<file path="config.mk">
export PLATFORM = sky130hd
export DESIGN_NAME = dispatch
export DESIGN_NICKNAME = d
export VERILOG_FILES = /design/src/common/isa_pkg.sv /design/src/common/core_pkg.sv /design/src/rtl/decode.sv /design/src/rename/rename_table.sv /design/src/rob/rob.sv /design/src/rtl/arf.sv /design/src/rtl/operand_select.sv /design/src/rtl/dispatch.sv
export SDC_FILE = /design/constraint.sdc
export NUM_CORES = 2
export LEC_CHECK = 0
export BUFFER_PORTS_ARGS = -buffer_cell sky130_fd_sc_hd__buf_2
export CELL_PAD_IN_SITES_DETAIL_PLACEMENT = 0
export CELL_PAD_IN_SITES_GLOBAL_PLACEMENT = 1
export CORE_ASPECT_RATIO = 0.5
export CORE_UTILIZATION = 50
export CTS_CLUSTER_SIZE = 20
export DETAILED_ROUTE_END_ITERATION = 16
export HOLD_SLACK_MARGIN = 0.05
export PLACE_DENSITY_LB_ADDON = 0.1
export SLEW_MARGIN = 20
export SYNTH_ARGS = -nofsm -noshare
export SYNTH_HDL_FRONTEND = slang
export SYNTH_SLANG_ARGS = --single-unit
export TNS_END_PERCENT = 10
</file>
<file path="constraint.sdc">
create_clock -name clk -period 11 [get_ports clk]
set_input_delay 2.2 -clock clk [delete_from_list [all_inputs] [get_ports clk]]
set_output_delay 2.2 -clock clk [all_outputs]
set_load 0.1 [all_outputs]
</file>
<file path="src/common/isa_pkg.sv">
package isa_pkg;

    typedef logic [6:0] opcode_t;
    typedef logic [2:0] funct3_t;

    // major opcodes of the integer ALU subset
    localparam opcode_t OPC_OP     = 7'b0110011;
    localparam opcode_t OPC_OP_IMM = 7'b0010011;
    localparam opcode_t OPC_LUI    = 7'b0110111;
    localparam opcode_t OPC_AUIPC  = 7'b0010111;

    localparam funct3_t F3_ADD_SUB = 3'b000;
    localparam funct3_t F3_SRL_SRA = 3'b101;

    localparam logic [6:0] FUNCT7_ALT = 7'b0100000; // sub, sra, srai

    typedef struct packed {
        logic [6:0] funct7;
        logic [4:0] rs2;
        logic [4:0] rs1;
        funct3_t    funct3;
        logic [4:0] rd;
        opcode_t    opcode;
    } r_fmt_t;

    typedef struct packed {
        logic [11:0] imm;
        logic [4:0]  rs1;
        funct3_t     funct3;
        logic [4:0]  rd;
        opcode_t     opcode;
    } i_fmt_t;

    typedef struct packed {
        logic [19:0] imm; // bits 31:12 of the result
        logic [4:0]  rd;
        opcode_t     opcode;
    } u_fmt_t;

    typedef union packed {
        r_fmt_t r;
        i_fmt_t i;
        u_fmt_t u;
    } instr_u;

endpackage

</file>
<file path="src/common/core_pkg.sv">
package core_pkg;

    localparam int XLEN      = 32;
    localparam int N_ARF     = 32;
    localparam int ROB_DEPTH = 16;

    typedef logic [$clog2(N_ARF)-1:0]     arf_id_t;
    typedef logic [$clog2(ROB_DEPTH)-1:0] rob_id_t;
    typedef logic [XLEN-1:0]              reg_data_t;

endpackage

</file>
<file path="src/rtl/decode.sv">
`timescale 1ns/1ps

module decode (
    input  isa_pkg::instr_u     instr,
    output core_pkg::arf_id_t   rs1,
    output core_pkg::arf_id_t   rs2,
    output logic                rs1_valid,
    output logic                rs2_valid,
    output core_pkg::arf_id_t   rd,
    output logic                rd_valid,
    output isa_pkg::funct3_t    funct3,
    output core_pkg::reg_data_t imm,
    output logic                is_r_type,
    output logic                is_i_type,
    output logic                is_u_type,
    output logic                is_sub,
    output logic                is_sra_srai,
    output logic                is_lui
);
    import isa_pkg::*;
    import core_pkg::*;

    opcode_t opcode;
    logic    alt; // funct7 says sub / arithmetic shift

    assign opcode = instr.r.opcode;
    assign alt    = (instr.r.funct7 == FUNCT7_ALT);

    assign is_r_type = (opcode == OPC_OP);
    assign is_i_type = (opcode == OPC_OP_IMM);
    assign is_lui    = (opcode == OPC_LUI);
    assign is_u_type = is_lui || (opcode == OPC_AUIPC);

    // register fields sit in the same place for every format
    assign rs1    = instr.r.rs1;
    assign rs2    = instr.r.rs2;
    assign rd     = instr.r.rd;
    assign funct3 = instr.r.funct3;

    assign rs1_valid = is_r_type || is_i_type;
    assign rs2_valid = is_r_type;
    assign rd_valid  = (is_r_type || is_i_type || is_u_type) && (rd != '0); // x0 never renamed

    assign is_sub      = is_r_type && alt && (funct3 == F3_ADD_SUB);
    assign is_sra_srai = (is_r_type || is_i_type) && alt && (funct3 == F3_SRL_SRA);

    always_comb begin
        imm = '0;
        if (is_i_type) begin
            imm = {{(XLEN-12){instr.i.imm[11]}}, instr.i.imm}; // sign extend
        end else if (is_u_type) begin
            imm = {instr.u.imm, 12'b0};
        end
    end

endmodule

</file>
<file path="src/rename/rename_table.sv">
`timescale 1ns/1ps

module rename_table (
    input  logic              clk,
    input  logic              rst,
    input  core_pkg::arf_id_t rs1,
    input  core_pkg::arf_id_t rs2,
    output logic              rs1_spec,
    output logic              rs2_spec,
    output core_pkg::rob_id_t rs1_tag,
    output core_pkg::rob_id_t rs2_tag,
    input  logic              rename_en,
    input  core_pkg::arf_id_t rename_rd,
    input  core_pkg::rob_id_t rename_tag,
    input  logic              retire_valid,
    input  core_pkg::arf_id_t retire_arf_id,
    input  core_pkg::rob_id_t retire_tag
);
    import core_pkg::*;

    logic    [N_ARF-1:0] spec_q;    // 1 = value lives in the ROB
    rob_id_t             tag_q [N_ARF];
    logic                retire_clear;

    assign rs1_spec = spec_q[rs1];
    assign rs2_spec = spec_q[rs2];
    assign rs1_tag  = tag_q[rs1];
    assign rs2_tag  = tag_q[rs2];

    // only the newest producer of a register may clear its bit
    assign retire_clear = retire_valid && (tag_q[retire_arf_id] == retire_tag);

    always_ff @(posedge clk) begin
        if (rst) begin
            spec_q <= '0;
        end else begin
            if (retire_clear) begin
                spec_q[retire_arf_id] <= 1'b0;
            end
            if (rename_en) begin
                spec_q[rename_rd] <= 1'b1; // rename wins over a same-cycle clear
            end
        end
    end

    always_ff @(posedge clk) begin
        if (rename_en) begin
            tag_q[rename_rd] <= rename_tag;
        end
    end

endmodule

</file>
<file path="src/rob/rob.sv">
`timescale 1ns/1ps

module rob (
    input  logic                clk,
    input  logic                rst,
    input  logic                alloc_en,
    input  logic                alloc_dst_valid,
    input  core_pkg::arf_id_t   alloc_arf_id,
    output core_pkg::rob_id_t   alloc_tag,
    output logic                full,
    input  logic                wb_valid,
    input  core_pkg::rob_id_t   wb_tag,
    input  core_pkg::reg_data_t wb_data,
    input  core_pkg::rob_id_t   src1_tag,
    input  core_pkg::rob_id_t   src2_tag,
    output logic                src1_done,
    output logic                src2_done,
    output core_pkg::reg_data_t src1_data,
    output core_pkg::reg_data_t src2_data,
    output logic                commit_valid,
    output logic                commit_dst_valid,
    output core_pkg::arf_id_t   commit_arf_id,
    output core_pkg::rob_id_t   commit_tag,
    output core_pkg::reg_data_t commit_data
);
    import core_pkg::*;

    rob_id_t                    head_q;
    rob_id_t                    tail_q;
    logic [$clog2(ROB_DEPTH):0] count_q;

    logic [ROB_DEPTH-1:0] busy_q;
    logic [ROB_DEPTH-1:0] done_q;
    logic [ROB_DEPTH-1:0] dst_valid_q;
    arf_id_t              arf_id_q [ROB_DEPTH];
    reg_data_t            data_q   [ROB_DEPTH];

    assign alloc_tag = tail_q;
    assign full      = (count_q == ROB_DEPTH);

    // source lookups for dispatch
    assign src1_done = busy_q[src1_tag] && done_q[src1_tag];
    assign src2_done = busy_q[src2_tag] && done_q[src2_tag];
    assign src1_data = data_q[src1_tag];
    assign src2_data = data_q[src2_tag];

    assign commit_valid     = busy_q[head_q] && done_q[head_q];
    assign commit_dst_valid = commit_valid && dst_valid_q[head_q];
    assign commit_arf_id    = arf_id_q[head_q];
    assign commit_tag       = head_q;
    assign commit_data      = data_q[head_q];

    always_ff @(posedge clk) begin
        if (rst) begin
            head_q  <= '0;
            tail_q  <= '0;
            count_q <= '0;
            busy_q  <= '0;
            done_q  <= '0;
        end else begin
            if (alloc_en) begin
                busy_q[tail_q] <= 1'b1;
                done_q[tail_q] <= 1'b0;
                tail_q         <= tail_q + 1'b1; // wraps at ROB_DEPTH
            end
            if (wb_valid) begin
                done_q[wb_tag] <= 1'b1;
            end
            if (commit_valid) begin
                busy_q[head_q] <= 1'b0; // slot free at this edge
                head_q         <= head_q + 1'b1;
            end
            case ({alloc_en, commit_valid})
                2'b10:   count_q <= count_q + 1'b1;
                2'b01:   count_q <= count_q - 1'b1;
                default: count_q <= count_q;
            endcase
        end
    end

    always_ff @(posedge clk) begin
        if (alloc_en) begin
            dst_valid_q[tail_q] <= alloc_dst_valid;
            arf_id_q[tail_q]    <= alloc_arf_id;
        end
        if (wb_valid) begin
            data_q[wb_tag] <= wb_data;
        end
    end

endmodule

</file>
<file path="src/rtl/arf.sv">
`timescale 1ns/1ps

module arf (
    input  logic                clk,
    input  logic                rst,
    input  core_pkg::arf_id_t   rd_addr1,
    input  core_pkg::arf_id_t   rd_addr2,
    output core_pkg::reg_data_t rd_data1,
    output core_pkg::reg_data_t rd_data2,
    input  logic                wr_en,
    input  core_pkg::arf_id_t   wr_addr,
    input  core_pkg::reg_data_t wr_data
);
    import core_pkg::*;

    reg_data_t regs_q [N_ARF];

    assign rd_data1 = regs_q[rd_addr1];
    assign rd_data2 = regs_q[rd_addr2];

    always_ff @(posedge clk) begin
        if (rst) begin
            for (int i = 0; i < N_ARF; i++) begin
                regs_q[i] <= '0;
            end
        end else if (wr_en && (wr_addr != '0)) begin // x0 stays zero
            regs_q[wr_addr] <= wr_data;
        end
    end

endmodule

</file>
<file path="src/rtl/operand_select.sv">
`timescale 1ns/1ps

module operand_select (
    input  logic                src_valid,
    input  logic                spec,
    input  core_pkg::rob_id_t   tag,
    input  core_pkg::reg_data_t arf_data,
    input  logic                rob_done,
    input  core_pkg::reg_data_t rob_data,
    input  logic                bcast_valid,
    input  core_pkg::rob_id_t   bcast_tag,
    input  core_pkg::reg_data_t bcast_data,
    output logic                ready,
    output core_pkg::reg_data_t data
);

    always_comb begin
        ready = 1'b0;
        data  = '0;
        if (!src_valid) begin
            ready = 1'b1; // no such operand
        end else if (!spec) begin
            ready = 1'b1;
            data  = arf_data;
        end else if (bcast_valid && (bcast_tag == tag)) begin
            ready = 1'b1; // producer finishes this cycle
            data  = bcast_data;
        end else if (rob_done) begin
            ready = 1'b1;
            data  = rob_data;
        end
    end

endmodule

</file>
<file path="src/rtl/dispatch.sv">
`timescale 1ns/1ps

module dispatch (
    input  logic                clk,
    input  logic                rst,
    input  logic                ififo_valid,
    input  isa_pkg::instr_u     ififo_instr,
    input  core_pkg::reg_data_t ififo_pc,
    output logic                ififo_ready,
    input  logic                iiq_ready,
    output logic                iiq_valid,
    output logic                iiq_src1_valid,
    output core_pkg::rob_id_t   iiq_src1_tag,
    output logic                iiq_src1_ready,
    output core_pkg::reg_data_t iiq_src1_data,
    output logic                iiq_src2_valid,
    output core_pkg::rob_id_t   iiq_src2_tag,
    output logic                iiq_src2_ready,
    output core_pkg::reg_data_t iiq_src2_data,
    output logic                iiq_dst_valid,
    output core_pkg::rob_id_t   iiq_rob_id,
    output core_pkg::reg_data_t iiq_imm,
    output core_pkg::reg_data_t iiq_pc,
    output isa_pkg::funct3_t    iiq_funct3,
    output logic                iiq_is_r_type,
    output logic                iiq_is_i_type,
    output logic                iiq_is_u_type,
    output logic                iiq_is_sub,
    output logic                iiq_is_sra_srai,
    output logic                iiq_is_lui,
    input  logic                alu_wb_valid,
    input  core_pkg::rob_id_t   alu_wb_rob_id,
    input  core_pkg::reg_data_t alu_wb_data,
    output logic                commit_valid,
    output logic                commit_dst_valid,
    output core_pkg::arf_id_t   commit_arf_id,
    output core_pkg::reg_data_t commit_data
);
    import core_pkg::*;

    arf_id_t   rs1;
    arf_id_t   rs2;
    arf_id_t   rd;
    logic      rs1_spec;
    logic      rs2_spec;
    rob_id_t   rob_tag; // slot given to the instruction on the ports
    rob_id_t   commit_tag;
    logic      rob_full;
    logic      go;      // the instruction leaves the FIFO this cycle
    logic      src1_done;
    logic      src2_done;
    reg_data_t rob_data1;
    reg_data_t rob_data2;
    reg_data_t arf_data1;
    reg_data_t arf_data2;

    assign go          = ififo_valid && !rob_full && iiq_ready;
    assign ififo_ready = go;
    assign iiq_valid   = go;
    assign iiq_rob_id  = rob_tag;
    assign iiq_pc      = ififo_pc;

    decode decode0 (
        .instr(ififo_instr),
        .rs1(rs1), .rs2(rs2),
        .rs1_valid(iiq_src1_valid), .rs2_valid(iiq_src2_valid),
        .rd(rd), .rd_valid(iiq_dst_valid),
        .funct3(iiq_funct3), .imm(iiq_imm),
        .is_r_type(iiq_is_r_type), .is_i_type(iiq_is_i_type), .is_u_type(iiq_is_u_type),
        .is_sub(iiq_is_sub), .is_sra_srai(iiq_is_sra_srai), .is_lui(iiq_is_lui)
    );

    rename_table rename_table0 (
        .clk(clk), .rst(rst),
        .rs1(rs1), .rs2(rs2),
        .rs1_spec(rs1_spec), .rs2_spec(rs2_spec),
        .rs1_tag(iiq_src1_tag), .rs2_tag(iiq_src2_tag),
        .rename_en(go && iiq_dst_valid), .rename_rd(rd), .rename_tag(rob_tag),
        .retire_valid(commit_dst_valid), // already qualified by commit_valid
        .retire_arf_id(commit_arf_id), .retire_tag(commit_tag)
    );

    rob rob0 (
        .clk(clk), .rst(rst),
        .alloc_en(go), .alloc_dst_valid(iiq_dst_valid), .alloc_arf_id(rd),
        .alloc_tag(rob_tag), .full(rob_full),
        .wb_valid(alu_wb_valid), .wb_tag(alu_wb_rob_id), .wb_data(alu_wb_data),
        .src1_tag(iiq_src1_tag), .src2_tag(iiq_src2_tag),
        .src1_done(src1_done), .src2_done(src2_done),
        .src1_data(rob_data1), .src2_data(rob_data2),
        .commit_valid(commit_valid), .commit_dst_valid(commit_dst_valid),
        .commit_arf_id(commit_arf_id), .commit_tag(commit_tag), .commit_data(commit_data)
    );

    arf arf0 (
        .clk(clk), .rst(rst),
        .rd_addr1(rs1), .rd_addr2(rs2),
        .rd_data1(arf_data1), .rd_data2(arf_data2),
        .wr_en(commit_dst_valid), .wr_addr(commit_arf_id), .wr_data(commit_data)
    );

    operand_select src1_sel (
        .src_valid(iiq_src1_valid), .spec(rs1_spec), .tag(iiq_src1_tag),
        .arf_data(arf_data1), .rob_done(src1_done), .rob_data(rob_data1),
        .bcast_valid(alu_wb_valid), .bcast_tag(alu_wb_rob_id), .bcast_data(alu_wb_data),
        .ready(iiq_src1_ready), .data(iiq_src1_data)
    );

    operand_select src2_sel (
        .src_valid(iiq_src2_valid), .spec(rs2_spec), .tag(iiq_src2_tag),
        .arf_data(arf_data2), .rob_done(src2_done), .rob_data(rob_data2),
        .bcast_valid(alu_wb_valid), .bcast_tag(alu_wb_rob_id), .bcast_data(alu_wb_data),
        .ready(iiq_src2_ready), .data(iiq_src2_data)
    );

endmodule

</file>
== Yosys cells after proc, flatten, opt, wreduce, memory -nomap -nowiden ==
Memories as Yosys holds them, arrays and structs flattened. A register that Yosys moved wholly into a read port is not among the register bits.
Cells that the tools add are included.

* Register bits: 93
* RAM bits: 1744
* Input port bits: 105
* Output and inout bits: 195
* Logic and storage cells: 155
* Memories kept: 4

* $add $sub $neg: 4
* Order comparisons: 14
* Eq/ne operators: 12
* Mux-type cells: 75
* Bitwise operators: 9
* Reduce and logical (&&, ||, !) cells: 30

{| class="wikitable"
|+ Memories
! name !! words !! bits a word !! rd ports !! clocked after memory_dff !! write ports !! RTL line !! source
|-
| arf0.regs_q || 32 || 32 || 2 || 0 || 32 || arf.sv:16 || <nowiki>reg_data_t regs_q [N_ARF];</nowiki>
|-
| rob0.data_q || 16 || 32 || 3 || 1 || 1 || rob.sv:36 || <nowiki>reg_data_t data_q [ROB_DEPTH];</nowiki>
|-
| rename_table0.tag_q || 32 || 4 || 3 || 0 || 1 || rename_table.sv:22 || <nowiki>rob_id_t tag_q [N_ARF];</nowiki>
|-
| rob0.arf_id_q || 16 || 5 || 1 || 1 || 1 || rob.sv:35 || <nowiki>arf_id_t arf_id_q [ROB_DEPTH];</nowiki>
|}

{| class="wikitable"
|+ Operators by type and width
! cell !! count
|-
| $mux 32 || 14
|-
| $mux 16 || 6
|-
| $mux 1 || 34
|-
| $and 16x16->16 || 2
|-
| $and 32x32->32 || 1
|-
| $not 16->16 || 2
|-
| $not 32->32 || 1
|-
| $or 16x16->16 || 2
|-
| $or 32x32->32 || 1
|-
| $reduce_or 32->1 || 1
|-
| $bmux 1 s4 || 7
|-
| $lt 4x5->1 const B || 5
|-
| $lt 5x6->1 const B || 4
|-
| $eq 7x6->1 const B || 3
|-
| $logic_and 1x1->1 || 21
|-
| $bwmux 16 || 1
|-
| $mux 4 || 4
|-
| $eq 7x5->1 const B || 2
|-
| $demux 1 s4 || 3
|-
| $eq 4x4->1 || 3
|-
| $ge 4x1->1 const B || 3
|-
| $bmux 1 s5 || 2
|-
| $demux 1 s5 || 2
|-
| $ge 5x1->1 const B || 2
|-
| other kinds (14) || 18
|}

== Longest topological paths before layout ==
* Word-level depth: 10
* Gate-level depth with buffers: 18
* Mapped depth without buffers: 14

== Modules after synthesis ==
From an unflattened synthesis, not the netlist that was laid out.

* Cells, all modules: 7218
* Area total of the unflattened synthesis: 101763.8 um^2

{| class="wikitable"
|+ By module, submodules not included
! module !! instances !! cells each !! area an instance (um^2) !! seq. area each (um^2)
|-
| arf || 1 || 4605 || 55896.1 || 30749.5
|-
| rob || 1 || 1530 || 33249.4 || 19238.5
|-
| rename_table || 1 || 616 || 9391.5 || 4484.3
|-
| operand_select || 2 || 166 || 1143.6 || 0.0
|-
| decode || 1 || 100 || 671.9 || 0.0
|-
| dispatch || 1 || 35 || 267.8 || 0.0
|}

== Worst setup path after synthesis ==
OpenSTA, ideal clock, no wires.

* Path type: in2out
* Start point: in ififo_instr[3] (netlist bit)
* End point: out iiq_is_sub
* Data arrival time: 6851 ps
* Setup slack: 1949 ps
* Stages: 7
* Buffers on the path: 1
* Path through: nor4bb_1 -> nand2_1 -> or2_2 -> clkbuf_1 -> inv_1 -> nand2_1 -> nor4_1

* Cells in the longest elaborated chain, start to end: 3

{| class="wikitable"
|+ Ends and longest elaborated chain
! what !! RTL line !! source
|-
| from (decl) || dispatch.sv:7 || <nowiki>input isa_pkg::instr_u ififo_instr,</nowiki>
|-
| $eq 7x6->1 || decode.sv:29 || <nowiki>assign is_r_type = (opcode == OPC_OP);</nowiki>
|-
| $logic_and 1x1->1 (2 in a row) || decode.sv:44 || <nowiki>assign is_sub = is_r_type && alt && (funct3 == F3_ADD_SUB);</nowiki>
|-
| to (decl) || dispatch.sv:28 || <nowiki>output logic iiq_is_sub,</nowiki>
|}

No other way between the ends.

== Worst setup path after layout ==
* Start point: in ififo_instr[20] (netlist bit)
* End point: out iiq_src2_data[29]

* Cells in the longest elaborated chain, start to end: 8
* Elaborated cells on any way between the ends: 16
* Classes of those cells: 1 x eq/ne; 10 x mux; 2 x reduce/logical; 3 x memory

{| class="wikitable"
|+ Ends and longest elaborated chain
! what !! RTL line !! source
|-
| $mem_v2 32x4 || - ||
|-
| $bmux 1 s4 || rob.sv:43 || <nowiki>assign src2_done = busy_q[src2_tag] && done_q[src2_tag];</nowiki>
|-
| $mux 1 (implied by the code) || rob.sv:43 ||
|-
| $logic_and 1x1->1 || rob.sv:43 ||
|-
| $mux 32 || operand_select.sv:28 || <nowiki>end else if (rob_done) begin</nowiki>
|-
| $mux 32 || operand_select.sv:25 || <nowiki>end else if (bcast_valid && (bcast_tag == tag)) begin</nowiki>
|-
| $mux 32 (*) || operand_select.sv:22 || <nowiki>end else if (!spec) begin</nowiki>
|-
| $mux 32 (*) || operand_select.sv:20 || <nowiki>if (!src_valid) begin</nowiki>
|-
| to (decl) || dispatch.sv:19 || <nowiki>output core_pkg::reg_data_t iiq_src2_data,</nowiki>
|}

Every way passes the cells marked *; elsewhere a longest branch is shown, timed or not. The select of a mux whose other input is x is not followed.

==> run_results.csv <==
group,metric,value,unit
run_status,status,"finished, final reports clean",
worst_setup_path,critPathLaunchType,"input pin",
clocking,cts_buffers,179,
power,powerDensity,151,nW/um2
synthesis,netlist_area,97500,um2
worst_setup_path,required,8.80,ns
sta,setup_ws,1.33,ns
floorplanning,ioPinCount,300,
sta,setup_tns,0,ns
routing,drt_iter0_markers,11100,
synthesis,synth-seq-area-share,55.9,%
routing,wirelength,363,mm
global_routing,grt_pass1_vias,67500,
synthesis,yosys-top-cells-count,"edfxtp_1, nand2_1, nor2_1",
clocking,cts_setup_buffers,0,
floorplanning,rows,114,
sta,setup_viol,0,
sta,finalCritPeriodShare,87.9,%
worst_setup_path,cp_max_fo,157,
sta,hold_viol,0,
synthesis,synth.most_common_cell,"edfxtp_1",
clocking,cts-root-buf,"clkbuf_16",
power,ir_worst_vdd,0.116,mV
clocking,clk_latency,0.87,ns
synthesis,yosys.area.top_type,"edfxtp_1",
worst_hold_path,worstHoldPathType,"reg -> reg",
worst_setup_path,critPathSlowestCell,"mux2i_4",
synthesis,synthTopCellsByArea,"edfxtp_1, mux4_2, nand2_1, nor2_1, clkbuf_1",
clocking,cts_tree,"yes",
clocking,post_cts_resize_count,0,
place,pre_cts_ws,1.35,ns
worst_setup_path,cp_num_buf_inv,4,
routing,drtAntennaViolNets,0,
synthesis,async_flop_share,0,%
worst_setup_path,path_cells,"buf_8, mux4_2, mux4_2, mux2i_4, inv_8, o211ai_1, o21ai_1, nor4_2, buf_4, a221o_1, buf_2",
floorplanning,core_area,193000,um2
finish,nets,7415,
synthesis,post-synth-top-area-fraction,54.2,%
finish,drive_gt1_share,24.2,%
sta,fin_skew,0.0509,ns
synthesis,ys_ff_latch,1841,
routing,post_drt_via_cell_ratio,7.00,
synthesis,yosysUniqueCellTypes,74,
synthesis,synthFlopType,"edfxtp_1",
routing,drc,0,
global_routing,grt_pass1_wl,506,mm
place,dp_hpwl,214,mm
power,p_leak,38.4,nW
floorplanning,die_h,314,um
routing,route.detailed.wl_per_inst,36.1,um
synthesis,yosysWarnings,0,
sta,min_period,9.67,ns
routing,drt_first_pass_iters,8,
synthesis,synth_edf_count,1760,
floorplanning,die_area,197000,um2
sta,finalMaxSlewViolations,0,
synthesis,syn_area_per_cell,13.3,um2
sta,tightest_slew,1.22,ns
clocking,cts.sinks,1841,
clocking,path_clk_slew,0.06,ns
finish,diodes,0,
sta,relSlewSlack,16.5,%
routing,vias,70300,
clocking,hold_buffers,0,
finish,nFillCells,15800,
floorplanning,dieWidth,627,um
flow_run,max_cap_viol_count,0,
sta,grt_setup_unrepaired,"false",
global_routing,grtUsageTotal,36.5,%
place,portBuffers,235,
worst_setup_path,crit_top_cell,"mux4_2",
synthesis,syn_inst,7359,
global_routing,grt_max_degree,170,
sta,max_freq,103,MHz
clocking,cts_buffer_depth,4,
place,gp_congestion,0.950,
global_routing,antenna_found_initial,22,
worst_setup_path,critPathMaxStageDelay,0.80,ns
worst_setup_path,end_kind,"output pin",
floorplanning,initial_core_util,50.4,%
worst_setup_path,crit_type,"in -> out",
worst_setup_path,crit_family,"buffers and inverters",
clocking,ctsHtreeMaxLevel,4,
finish,area_delta_synth_final,9.93,%
global_routing,overflow,0,
worst_setup_path,cp.arrival,7.47,ns
finish,final_util,55.4,%
[through the flow]
| stage | power, W | hold slack (ns) | instances | area, um2 |
|---|---|---|---|---|
| floorplan | 0.00932 | 0.449 | 7394 | 97600 |
| global placement | 0.00996 | 0.461 | 9726 | 102000 |
| detailed placement | 0.0100 | 0.473 | 9726 | 102000 |
| CTS | 0.0161 | 0.482 | 10000 | 107000 |
| global route | 0.0165 | 0.496 | 10000 | 107000 |
| finish | 0.0162 | 0.482 | 10000 | 107000 |
[logic make-up (layout without fill, tap and decap cells)]
logic type	count (synthesis)	in the layout	share of synthesized area (%)
simple gates	2758	2758	11.7
flops	1841	1841	55.9
mux	1110	1110	22.9
buf+inv	851	889	3.63
compound gates	766	766	5.52
xor+xnor	19	19	0.171
fa+ha+maj	13	13	0.174
other cells	1	36	0.00385
[worst min-delay path: cells and delay by family (launching register included)]
family         cells  cell delay (ns)
flip-flops         1             0.32
AO/OA/AOI/OAI      2             0.12
[final cells by class]
type                    instances  area, um2  area share [%]
flip-flops and latches       1841      54500            50.8
multi-input cells            4702      40300            37.6
clock buffers                 232       4920            4.59
well taps                    2610       3270            3.05
repair buffers                466       3100            2.89
clock inverters                84        744           0.695
inverters                     107        422           0.393
[worst paths after layout]
| kind | start | end | slack [ns] | depth (start not counted) |
|---|---|---|---|---|
| worst max-delay path | ififo_instr[20] | iiq_src2_data[29] | 1.33 | 11 |
| worst min-delay path | rename_table0.spec_q[6] | rename_table0.spec_q[6] | 0.48 | 2 |
| worst max register to register | flop | arf0.regs_q[16][0] | 4.04 | 12 |
| worst min register to register | rename_table0.spec_q[6] | rename_table0.spec_q[6] | 0.48 | 2 |
[cell usage in the layout (no fill, tap or decap), types with 65 or more instances in the layout]
cell	synthesis	routed
edfxtp_1	1760	1760
nor2_1	1155	1143
nand2_1	1162	1129
mux4_2	890	890
and3_1	265	265
buf_4	50	225
buf_2	54	224
a21oi_1	197	195
clkbuf_16	0	185
mux2i_1	176	169
a311oi_1	138	138
a31oi_1	131	131
inv_1	103	100
dfxtp_1	81	77
a211oi_1	74	74
a221o_1	65	65
[flip-flops by register name (all words and copies together) (netlist names), named ones only]
name,count
rename_table0.spec_q,32
rob0.dst_valid_q,16
rename_table0.tag_q,128
arf0.regs_q,1024
rob0.done_q,16
rob0.data_q,512
rob0.alloc_tag,4
rob0.busy_q,16
rob0.count_q,5
rob0.arf_id_q,80
rob0.commit_tag,4
[power by group]
group | internal (W) | leakage (nW) | switching [W] | total [W]
clock network | 0.00345 | 2.77 | 0.00282 | 0.00627
registers | 0.00784 | 17.9 | 0.0000964 | 0.00794
logic | 0.000682 | 17.7 | 0.00128 | 0.00196
total | 0.0120 | 38.4 | 0.00419 | 0.0162
[metal layers]
layer	part of all wire (%)	wire, um	up-vias	global-route usage (%)
li1	-	-	27900	-
met2	44	161000	5154	54.5
met1	37	134000	36300	50.3
met4	4.0	14400	16	12.7
met5	0.028	100	-	0
met3	15	52900	880	12.3
(Power assumes the default switching activity.)
